**config.mk**
```make
export PLATFORM = sky130hd
export DESIGN_NAME = mips_core
export DESIGN_NICKNAME = d
export VERILOG_FILES = /design/src/rtl/mips_isa_pkg.sv /design/src/rtl/pipe_pkg.sv /design/src/rtl/decode_stage.sv /design/src/rtl/execute_stage.sv /design/src/rtl/fetch_stage.sv /design/src/rtl/mips_core.sv /design/src/rtl/register_file.sv /design/src/rtl/writeback_stage.sv
export VERILOG_INCLUDE_DIRS = /design/src /design/src/rtl
export SDC_FILE = /design/constraint.sdc
export NUM_CORES = 2
export LEC_CHECK = 0
export BUFFER_PORTS_ARGS = -buffer_cell sky130_fd_sc_hd__buf_2
export CAP_MARGIN = 25
export CORE_MARGIN = 8
export CORE_UTILIZATION = 50
export DETAILED_ROUTE_END_ITERATION = 7
export PLACE_DENSITY = 0.71
export RECOVER_POWER = 100
export SYNTH_ARGS = -nofsm -noshare
export SYNTH_HDL_FRONTEND = slang
export SYNTH_SLANG_ARGS = --single-unit
```
**constraint.sdc**
```tcl
create_clock -name clk -period 15.2 [get_ports clk]
set_input_delay 0 -clock clk [delete_from_list [all_inputs] [get_ports clk]]
set_output_delay 0 -clock clk [all_outputs]
set_load 0.01 [all_outputs]
```
**src/rtl/core_defines.svh**
```systemverilog
`ifndef CORE_DEFINES_SVH
`define CORE_DEFINES_SVH

// Data path and address width
`define CORE_XLEN 32

// Register file geometry
`define CORE_REG_AW 5
`define CORE_NUM_REGS 32

// First fetch after reset
`define CORE_RESET_PC 32'hBFC0_0000

`endif

```
**src/rtl/mips_isa_pkg.sv**
```systemverilog
`include "core_defines.svh"

package mips_isa_pkg;

    typedef enum logic [5:0] {
        OP_SPECIAL = 6'h00,
        OP_ADDIU   = 6'h09,
        OP_SLTI    = 6'h0A,
        OP_SLTIU   = 6'h0B,
        OP_ANDI    = 6'h0C,
        OP_ORI     = 6'h0D,
        OP_XORI    = 6'h0E,
        OP_LUI     = 6'h0F
    } opcode_e;

    typedef enum logic [5:0] {
        FN_SLL  = 6'h00,
        FN_SRL  = 6'h02,
        FN_SRA  = 6'h03,
        FN_ADDU = 6'h21,
        FN_SUBU = 6'h23,
        FN_AND  = 6'h24,
        FN_OR   = 6'h25,
        FN_XOR  = 6'h26,
        FN_NOR  = 6'h27,
        FN_SLT  = 6'h2A,
        FN_SLTU = 6'h2B
    } funct_e;

    typedef enum logic [3:0] {
        ALU_ADD,
        ALU_SUB,
        ALU_AND,
        ALU_OR,
        ALU_XOR,
        ALU_NOR,
        ALU_SLT,
        ALU_SLTU,
        ALU_SLL,
        ALU_SRL,
        ALU_SRA,
        ALU_LUI
    } alu_op_e;

    typedef struct packed {
        logic [5:0]              opcode;
        logic [`CORE_REG_AW-1:0] rs;
        logic [`CORE_REG_AW-1:0] rt;
        logic [`CORE_REG_AW-1:0] rd;
        logic [4:0]              shamt;
        logic [5:0]              funct;
    } r_fields_t;

    typedef struct packed {
        logic [5:0]              opcode;
        logic [`CORE_REG_AW-1:0] rs;
        logic [`CORE_REG_AW-1:0] rt;
        logic [15:0]             imm;
    } i_fields_t;

    // Same word seen as R-type or I-type
    typedef union packed {
        r_fields_t r;
        i_fields_t i;
    } instr_u;

endpackage

```
**src/rtl/pipe_pkg.sv**
```systemverilog
`include "core_defines.svh"

package pipe_pkg;

    import mips_isa_pkg::*;
    // Stage ports carry ISA types too
    export mips_isa_pkg::*;

    typedef struct packed {
        logic                  valid;
        logic [`CORE_XLEN-1:0] pc;
        instr_u                instr;
    } if_id_t;

    typedef struct packed {
        logic                    valid;
        logic [`CORE_XLEN-1:0]   pc;
        alu_op_e                 alu_op;
        logic [`CORE_XLEN-1:0]   src_a;
        logic [`CORE_XLEN-1:0]   src_b;
        logic [`CORE_REG_AW-1:0] dest;
        logic                    wen;
    } id_ex_t;

    typedef struct packed {
        logic                    valid;
        logic [`CORE_XLEN-1:0]   pc;
        logic [`CORE_REG_AW-1:0] dest;
        logic                    wen;
        logic [`CORE_XLEN-1:0]   result;
    } ex_wb_t;

    // Register file write also used for WB forwarding
    typedef struct packed {
        logic                    en;
        logic [`CORE_REG_AW-1:0] addr;
        logic [`CORE_XLEN-1:0]   data;
    } rf_write_t;

endpackage

```
**src/rtl/decode_stage.sv**
```systemverilog
`timescale 1ns/1ps

`include "core_defines.svh"

module decode_stage
    import mips_isa_pkg::*;
    import pipe_pkg::*;
(
    input  logic                    clk,
    input  logic                    reset_i,
    input  if_id_t                  if_id_i,
    input  logic [`CORE_XLEN-1:0]   rs_data_i,
    input  logic [`CORE_XLEN-1:0]   rt_data_i,
    input  id_ex_t                  ex_fwd_i,
    input  logic [`CORE_XLEN-1:0]   ex_result_i,
    input  rf_write_t               wb_fwd_i,
    output logic [`CORE_REG_AW-1:0] rs_addr_o,
    output logic [`CORE_REG_AW-1:0] rt_addr_o,
    output id_ex_t                  id_ex_o
);

    instr_u                  instr;
    alu_op_e                 alu_op;
    logic                    known;
    logic                    i_form;
    logic                    sign_ext;
    logic                    is_shift;
    logic [`CORE_REG_AW-1:0] dest;
    logic [`CORE_XLEN-1:0]   rs_val;
    logic [`CORE_XLEN-1:0]   rt_val;
    logic [`CORE_XLEN-1:0]   imm_ext;
    id_ex_t                  id_ex_d;
    id_ex_t                  id_ex_q;

    // EX result first, then WB, then the array
    function automatic logic [`CORE_XLEN-1:0] fwd_operand(
        input logic [`CORE_REG_AW-1:0] addr,
        input logic [`CORE_XLEN-1:0]   rf_data
    );
        logic [`CORE_XLEN-1:0] value;
        if (addr == '0) begin
            value = '0;
        end else if (ex_fwd_i.valid && ex_fwd_i.wen && ex_fwd_i.dest == addr) begin
            value = ex_result_i;
        end else if (wb_fwd_i.en && wb_fwd_i.addr == addr) begin
            value = wb_fwd_i.data;
        end else begin
            value = rf_data;
        end
        return value;
    endfunction

    assign instr     = if_id_i.instr;
    assign rs_addr_o = instr.r.rs;
    assign rt_addr_o = instr.r.rt;

    always_comb begin
        alu_op   = ALU_ADD;
        known    = 1'b1;
        i_form   = 1'b1;
        sign_ext = 1'b0;
        is_shift = 1'b0;
        case (instr.r.opcode)
            OP_SPECIAL: begin
                i_form = 1'b0;
                case (instr.r.funct)
                    FN_ADDU: alu_op = ALU_ADD;
                    FN_SUBU: alu_op = ALU_SUB;
                    FN_AND:  alu_op = ALU_AND;
                    FN_OR:   alu_op = ALU_OR;
                    FN_XOR:  alu_op = ALU_XOR;
                    FN_NOR:  alu_op = ALU_NOR;
                    FN_SLT:  alu_op = ALU_SLT;
                    FN_SLTU: alu_op = ALU_SLTU;
                    FN_SLL: begin
                        alu_op   = ALU_SLL;
                        is_shift = 1'b1;
                    end
                    FN_SRL: begin
                        alu_op   = ALU_SRL;
                        is_shift = 1'b1;
                    end
                    FN_SRA: begin
                        alu_op   = ALU_SRA;
                        is_shift = 1'b1;
                    end
                    default: known = 1'b0;
                endcase
            end
            OP_ADDIU: begin
                alu_op   = ALU_ADD;
                sign_ext = 1'b1;
            end
            OP_SLTI: begin
                alu_op   = ALU_SLT;
                sign_ext = 1'b1;
            end
            OP_SLTIU: begin
                alu_op   = ALU_SLTU;
                sign_ext = 1'b1;
            end
            OP_ANDI: alu_op = ALU_AND;
            OP_ORI:  alu_op = ALU_OR;
            OP_XORI: alu_op = ALU_XOR;
            OP_LUI:  alu_op = ALU_LUI;
            default: known = 1'b0;
        endcase
    end

    assign dest    = i_form ? instr.i.rt : instr.r.rd;
    assign rs_val  = fwd_operand(instr.r.rs, rs_data_i);
    assign rt_val  = fwd_operand(instr.r.rt, rt_data_i);
    assign imm_ext = sign_ext ? {{(`CORE_XLEN-16){instr.i.imm[15]}}, instr.i.imm}
                              : {{(`CORE_XLEN-16){1'b0}}, instr.i.imm};

    always_comb begin
        id_ex_d.valid  = if_id_i.valid;
        id_ex_d.pc     = if_id_i.pc;
        id_ex_d.alu_op = alu_op;
        id_ex_d.src_a  = is_shift ? {{(`CORE_XLEN-5){1'b0}}, instr.r.shamt} : rs_val;
        id_ex_d.src_b  = i_form ? imm_ext : rt_val;
        id_ex_d.dest   = dest;
        // Undefined words and r0 retire silently
        id_ex_d.wen    = if_id_i.valid && known && (dest != '0);
    end

    always_ff @(posedge clk) begin
        if (reset_i) begin
            id_ex_q.valid <= 1'b0;
            id_ex_q.wen   <= 1'b0;
        end else begin
            id_ex_q <= id_ex_d;
        end
    end

    assign id_ex_o = id_ex_q;

endmodule

```
**src/rtl/execute_stage.sv**
```systemverilog
`timescale 1ns/1ps

`include "core_defines.svh"

module execute_stage
    import mips_isa_pkg::*;
    import pipe_pkg::*;
(
    input  logic                  clk,
    input  logic                  reset_i,
    input  id_ex_t                id_ex_i,
    output logic [`CORE_XLEN-1:0] ex_result_o,
    output ex_wb_t                ex_wb_o
);

    logic [`CORE_XLEN-1:0] a;
    logic [`CORE_XLEN-1:0] b;
    logic [4:0]            sa;
    logic [`CORE_XLEN-1:0] result;
    ex_wb_t                ex_wb_q;

    assign a  = id_ex_i.src_a;
    assign b  = id_ex_i.src_b;
    assign sa = a[4:0];

    // Shifts take the amount on A and the value on B
    always_comb begin
        case (id_ex_i.alu_op)
            ALU_ADD:  result = a + b;
            ALU_SUB:  result = a - b;
            ALU_AND:  result = a & b;
            ALU_OR:   result = a | b;
            ALU_XOR:  result = a ^ b;
            ALU_NOR:  result = ~(a | b);
            ALU_SLT:  result = {{(`CORE_XLEN-1){1'b0}}, $signed(a) < $signed(b)};
            ALU_SLTU: result = {{(`CORE_XLEN-1){1'b0}}, a < b};
            ALU_SLL:  result = b << sa;
            ALU_SRL:  result = b >> sa;
            ALU_SRA:  result = $unsigned($signed(b) >>> sa);
            ALU_LUI:  result = {b[15:0], 16'h0000};
            default:  result = '0;
        endcase
    end

    assign ex_result_o = result;

    always_ff @(posedge clk) begin
        if (reset_i) begin
            ex_wb_q.valid <= 1'b0;
            ex_wb_q.wen   <= 1'b0;
        end else begin
            ex_wb_q.valid  <= id_ex_i.valid;
            ex_wb_q.wen    <= id_ex_i.wen;
            ex_wb_q.pc     <= id_ex_i.pc;
            ex_wb_q.dest   <= id_ex_i.dest;
            ex_wb_q.result <= result;
        end
    end

    assign ex_wb_o = ex_wb_q;

endmodule

```
**src/rtl/fetch_stage.sv**
```systemverilog
`timescale 1ns/1ps

`include "core_defines.svh"

module fetch_stage
    import pipe_pkg::*;
(
    input  logic                  clk,
    input  logic                  reset_i,
    input  instr_u                inst_data_i,
    input  logic                  inst_ok_i,
    output logic                  inst_en_o,
    output logic [`CORE_XLEN-1:0] inst_addr_o,
    output if_id_t                if_id_o
);

    logic [`CORE_XLEN-1:0] pc_q;
    if_id_t                if_id_d;
    if_id_t                if_id_q;

    // Fetch runs continuously once out of reset
    assign inst_en_o   = ~reset_i;
    assign inst_addr_o = pc_q;

    always_ff @(posedge clk) begin
        if (reset_i) begin
            pc_q <= `CORE_RESET_PC;
        end else if (inst_ok_i) begin
            pc_q <= pc_q + `CORE_XLEN'd4;
        end
    end

    // Bubble while the port has not answered
    // Old payload kept
    always_comb begin
        if_id_d       = if_id_q;
        if_id_d.valid = inst_ok_i;
        if (inst_ok_i) begin
            if_id_d.pc    = pc_q;
            if_id_d.instr = inst_data_i;
        end
    end

    always_ff @(posedge clk) begin
        if (reset_i) begin
            if_id_q.valid <= 1'b0;
        end else begin
            if_id_q <= if_id_d;
        end
    end

    assign if_id_o = if_id_q;

endmodule

```
**src/rtl/mips_core.sv**
```systemverilog
`timescale 1ns/1ps

`include "core_defines.svh"

module mips_core
    import pipe_pkg::*;
(
    input  logic                    clk,
    input  logic                    reset_i,
    input  logic [`CORE_XLEN-1:0]   inst_data_i,
    input  logic                    inst_ok_i,
    output logic                    inst_en_o,
    output logic [`CORE_XLEN-1:0]   inst_addr_o,
    output logic [`CORE_XLEN-1:0]   wb_pc_o,
    output logic [3:0]              wb_rf_wen_o,
    output logic [`CORE_REG_AW-1:0] wb_rf_wnum_o,
    output logic [`CORE_XLEN-1:0]   wb_rf_wdata_o
);

    if_id_t                  if_id;
    id_ex_t                  id_ex;
    ex_wb_t                  ex_wb;
    rf_write_t               rf_wr;
    logic [`CORE_REG_AW-1:0] rs_addr;
    logic [`CORE_REG_AW-1:0] rt_addr;
    logic [`CORE_XLEN-1:0]   rs_data;
    logic [`CORE_XLEN-1:0]   rt_data;
    logic [`CORE_XLEN-1:0]   ex_result;

    fetch_stage fetch_stage_inst (
        .clk         (clk),
        .reset_i     (reset_i),
        .inst_data_i (inst_data_i),
        .inst_ok_i   (inst_ok_i),
        .inst_en_o   (inst_en_o),
        .inst_addr_o (inst_addr_o),
        .if_id_o     (if_id)
    );

    // EX and WB results loop back for forwarding
    decode_stage decode_stage_inst (
        .clk         (clk),
        .reset_i     (reset_i),
        .if_id_i     (if_id),
        .rs_data_i   (rs_data),
        .rt_data_i   (rt_data),
        .ex_fwd_i    (id_ex),
        .ex_result_i (ex_result),
        .wb_fwd_i    (rf_wr),
        .rs_addr_o   (rs_addr),
        .rt_addr_o   (rt_addr),
        .id_ex_o     (id_ex)
    );

    register_file register_file_inst (
        .clk       (clk),
        .reset_i   (reset_i),
        .rs_addr_i (rs_addr),
        .rt_addr_i (rt_addr),
        .wr_i      (rf_wr),
        .rs_data_o (rs_data),
        .rt_data_o (rt_data)
    );

    execute_stage execute_stage_inst (
        .clk         (clk),
        .reset_i     (reset_i),
        .id_ex_i     (id_ex),
        .ex_result_o (ex_result),
        .ex_wb_o     (ex_wb)
    );

    writeback_stage writeback_stage_inst (
        .ex_wb_i       (ex_wb),
        .rf_write_o    (rf_wr),
        .wb_pc_o       (wb_pc_o),
        .wb_rf_wen_o   (wb_rf_wen_o),
        .wb_rf_wnum_o  (wb_rf_wnum_o),
        .wb_rf_wdata_o (wb_rf_wdata_o)
    );

endmodule

```
**src/rtl/register_file.sv**
```systemverilog
`timescale 1ns/1ps

`include "core_defines.svh"

module register_file
    import pipe_pkg::*;
(
    input  logic                    clk,
    input  logic                    reset_i,
    input  logic [`CORE_REG_AW-1:0] rs_addr_i,
    input  logic [`CORE_REG_AW-1:0] rt_addr_i,
    input  rf_write_t               wr_i,
    output logic [`CORE_XLEN-1:0]   rs_data_o,
    output logic [`CORE_XLEN-1:0]   rt_data_o
);

    logic [`CORE_XLEN-1:0] regs [`CORE_NUM_REGS];

    always_ff @(posedge clk) begin
        if (reset_i) begin
            for (int i = 0; i < `CORE_NUM_REGS; i++) begin
                regs[i] <= '0;
            end
        end else if (wr_i.en && wr_i.addr != '0) begin
            regs[wr_i.addr] <= wr_i.data;
        end
    end

    // r0 reads as zero
    assign rs_data_o = (rs_addr_i == '0) ? '0 : regs[rs_addr_i];
    assign rt_data_o = (rt_addr_i == '0) ? '0 : regs[rt_addr_i];

endmodule

```
**src/rtl/writeback_stage.sv**
```systemverilog
`timescale 1ns/1ps

`include "core_defines.svh"

module writeback_stage
    import pipe_pkg::*;
(
    input  ex_wb_t                  ex_wb_i,
    output rf_write_t               rf_write_o,
    output logic [`CORE_XLEN-1:0]   wb_pc_o,
    output logic [3:0]              wb_rf_wen_o,
    output logic [`CORE_REG_AW-1:0] wb_rf_wnum_o,
    output logic [`CORE_XLEN-1:0]   wb_rf_wdata_o
);

    logic retire_wr;

    // Bubbles never write
    assign retire_wr = ex_wb_i.valid & ex_wb_i.wen;

    assign rf_write_o.en   = retire_wr;
    assign rf_write_o.addr = ex_wb_i.dest;
    assign rf_write_o.data = ex_wb_i.result;

    // Debug trace
    // Byte enables all follow the single write
    assign wb_pc_o       = ex_wb_i.pc;
    assign wb_rf_wen_o   = {4{retire_wr}};
    assign wb_rf_wnum_o  = ex_wb_i.dest;
    assign wb_rf_wdata_o = ex_wb_i.result;

endmodule

```
==> impl_metrics.py <==
metrics = {
    "grt": {
        "grt_max_degree": 117,
        "grt_pass1_wl_mm": 364,
        "antenna_found_initial": 12,
        "grt_pass1_vias": 50700,
        "grt_remaining_overflow": 0,
        "grt_usage_pct": 30.7,
    },
    "synth": {
        "avgSynthCellArea_sq_um": 13.9,
        "async_flop_share_pct": 0,
        "synth-seq-area-share_pct": 51.5,
        "synth_area_leader_cell": "edfxtp_1",
        "ys.warnings.count": 0,
        "synth_area_leaders": "edfxtp_1 50%, mux4_2 21%, and2_1 8.3%",
        "synth_edf_count": 1256,
        "ys_seq_elements": 1301,
        "synthFlopType": "edfxtp_1",
        "synth.distinct_cells": 102,
        "yosys.area.top_type_share_pct": 50.3,
        "netlist_instances": 5414,
        "syn_area_sq_um": 75000,
    },
    "setup_path": {
        "max_stage_delay_ns": 4.55,
        "r2r_start": "decode_stage_inst.id_ex_o[38]$_DFFE_PN_",
        "worstPathMaxFanout": 101,
        "path_cells": "dlygate4sd3_1 > clkbuf_1 > clkinvlp_2 > o21ai_4 > clkbuf_1",
        "crit_path_start_kind": "input pin",
        "r2r_setup_slack_ns": 7.57,
        "cp_common_cell": "clkbuf_1",
        "r2r-end": "decode_stage_inst.id_ex_o[69]$_SDFFCE_PP0N_",
        "critPathRequiredTime_ns": 15.55,
        "cp-end-kind": "flip-flop",
        "crit_family": "buffers and inverters",
        "crit_arrival_ns": 10.05,
        "crit_path_start": "reset_i",
        "crit_buf_inv": 4,
        "r2r_cells": 10,
        "critPathKind": "input pin to flip-flop",
        "slowest_stage": "clkinvlp_2",
    },
    "final_layout": {
        "layout.area.seq_sq_um": 38600,
        "n_fill_cell": 11800,
        "nNetsFinal": 5504,
        "drive_gt1_share_pct": 20.7,
        "multi_input_area_sq_um": 33600,
        "syn2layout_area_growth_pct": 9.65,
    },
    "flow_run": {
        "maxCapViolCount": 62,
    },
    "cts": {
        "cts-root-buf": "clkbuf_16",
        "cts_tree": "yes",
        "clock-sinks": 1301,
        "cts_setup_buffers": 0,
        "path_clk_slew_ns": 0.06,
        "insertion_delay_ns": 0.79,
        "cts_hold_buf": 66,
        "htree_levels": 4,
        "cts_resized": 0,
        "cts_buffers": 139,
        "cts_max_path_buffers": 3,
    },
    "detailed_routing": {
        "first_iter_violations": 8167,
        "dr.pass1.iters": 6,
        "viasPerCell": 6.87,
        "vias": 51600,
        "wire_per_inst_um": 34.1,
        "wirelength_mm": 256,
        "drcViolationCount": 0,
        "postRouteAntennaNets": 0,
    },
    "sta": {
        "fmax_mhz": 103,
        "setup_viol": 0,
        "min_period_over_period_pct": 63.9,
        "worst_pin_slew_ns": 4.99,
        "rsz0062_at_grt": "false",
        "hold_ws_ns": 0.0564,
        "max-slew-margin-rel_pct": -234,
        "worst_clock_skew_ns": 0.0202,
        "hold_violations": 0,
        "final_max_slew_viol_count": 2092,
        "period_minus_slack_ns": 9.71,
        "setup_tns_ns": 0,
    },
    "run_status": {
        "status": "finished with violations",
        "failed_checks": "capacitance limit, slew limit",
    },
    "place": {
        "numPortBuffers": 136,
        "routabilityCongestion": 1.01,
        "dp_hpwl_mm": 152,
    },
    "pwr": {
        "peakVddDrop_uv": 99.2,
        "p_per_area_nw_per_um2": 116,
        "total_leakage_power_nw": 28.8,
    },
    "min_path": {
        "holdPathStages": 3,
        "hp-class": "input pin to flip-flop",
        "hold_start": "inst_data_i[18]",
    },
    "floorplanning": {
        "rows": 142,
        "dieArea_sq_um": 163000,
        "start_util_pct": 50.2,
        "io_pins": 141,
        "fp.dieH_um": 403,
        "core_area_sq_um": 149000,
        "die_w_um": 403,
    },
}
[through the flow]
| step | power (W) | std cells | worst slack, ns | area [sq um] | utilization (%) |
|---|---|---|---|---|---|
| floorplan | 0.00551 | 5449 | 4.45 | 75200 | - |
| detailed placement | 0.00613 | 7162 | 10.23 | 77700 | 52.0 |
| finish | 0.00950 | 7506 | 5.49 | 82300 | 55.1 |
| global route | 0.00975 | 7497 | 5.10 | 82200 | 55.0 |
| CTS | 0.00945 | 7484 | 10.24 | 82800 | 55.4 |
| global placement | 0.00610 | 7154 | 10.20 | 77500 | 51.8 |
[state kept, by name, summed over array words and instances, names as in the netlist, named ones only]
name                          count
register_file_inst.regs        1024
decode_stage_inst.id_ex_o       105
execute_stage_inst.ex_wb_o       69
fetch_stage_inst.if_id_o         63
fetch_stage_inst.inst_addr_o     30
[power breakdown]
| group | switching, W | leakage [nW] | internal, W |
|---|---|---|---|
| clock | 0.00149 | 2.15 | 0.00186 |
| sequential | 0.000173 | 13.1 | 0.00410 |
| combinational | 0.00114 | 13.5 | 0.000736 |
| total | 0.00280 | 28.8 | 0.00670 |
[worst min-delay path, delay by kind of cell]
kind     cells  cell delay (ns)
buf+inv      2             0.65
mux          1             0.15
[cells in the final DEF (no fill, tap or decap), types with 32 or more instances in the layout]
master and n:
conb_1 36, clkinv_1 32, nand2_1 224, nor2_1 210
buf_4 79, ha_1 104, and2_1 524, inv_1 128
clkbuf_1 194, and2_0 478, mux2i_1 128, buf_2 48
clkbuf_16 139, a211oi_1 49, nand3_1 37, dlygate4sd3_1 66
mux4_2 687, a21oi_1 132, nor3_1 35, o21ai_0 180
edfxtp_1 1256, dfxtp_1 35, xor2_1 35
[worst max path at each step]
stage / end / slack [ns] / cells after the start
2_1_floorplan: register_file_inst.regs[13][0]$_SDFFCE_PN0P_ / 4.45 / 4
3_3_place_gp: decode_stage_inst.id_ex_o[16]$_DFFE_PN_ / 10.20 / 7
6_report: register_file_inst.regs[27][18]$_SDFFCE_PN0P_ / 5.49 / 5
4_1_cts: decode_stage_inst.id_ex_o[16]$_DFFE_PN_ / 10.24 / 7
5_1_grt: register_file_inst.regs[28][16]$_SDFFCE_PN0P_ / 5.10 / 5
3_5_place_dp: decode_stage_inst.id_ex_o[16]$_DFFE_PN_ / 10.23 / 7
[synth_stat cells (all sizes together) (9+ instances only)]
library cell / number
a211o: 9
a211oi: 49
a21o: 13
a21oi: 133
a221o: 16
a221oi: 20
a222oi: 10
a22oi: 10
a31oi: 21
and2: 1002
and3: 19
buf: 226
clkbuf: 369
dfxtp: 45
edfxtp: 1256
ha: 104
inv: 130
mux2: 30
mux2i: 128
mux4: 695
nand2: 225
nand2b: 17
nand3: 40
nand4: 15
nor2: 231
nor2b: 24
nor3: 37
nor4: 20
o2111ai: 10
o211ai: 28
o21ai: 197
o21bai: 9
o221ai: 26
o22ai: 31
o31ai: 11
or2: 10
or3: 15
xnor2: 12
xor2: 35
[per-layer routing]
metal,global-route usage (%),routed length (um),vias up
met4,17.7,18000,2
li1,-,-,20600
met2,48.2,117000,3990
met1,38.8,87300,26000
met5,0,18,-
met3,8.12,32800,956
[cells by family (layout without fill, tap and decap cells)]
group                    after synthesis  count (layout)  share of synthesized area (%)
multiplexers                         853             853                           23.1
XOR/XNOR                              47              47                          0.549
other                                  1              48                        0.00500
AND/OR/NAND/NOR                     1694            1694                           12.6
AO/OA/AOI/OAI                        684             684                           6.14
adder cells (fa/ha/maj)              106             106                           1.79
flip-flops                          1301            1301                           51.5
buffers and inverters                728             757                           4.37
[cell type report]
| class | instances | share of cell area (%) |
|---|---|---|
| multi-input cells | 3420 | 40.9 |
| repair buffers | 370 | 3.05 |
| inverters | 131 | 0.599 |
| clock buffers | 175 | 4.42 |
| well taps | 2016 | 3.07 |
| diodes | 12 | 0.0365 |
| flip-flops and latches | 1301 | 47.0 |
| clock inverters | 81 | 0.992 |
(Power assumes the default switching activity.)
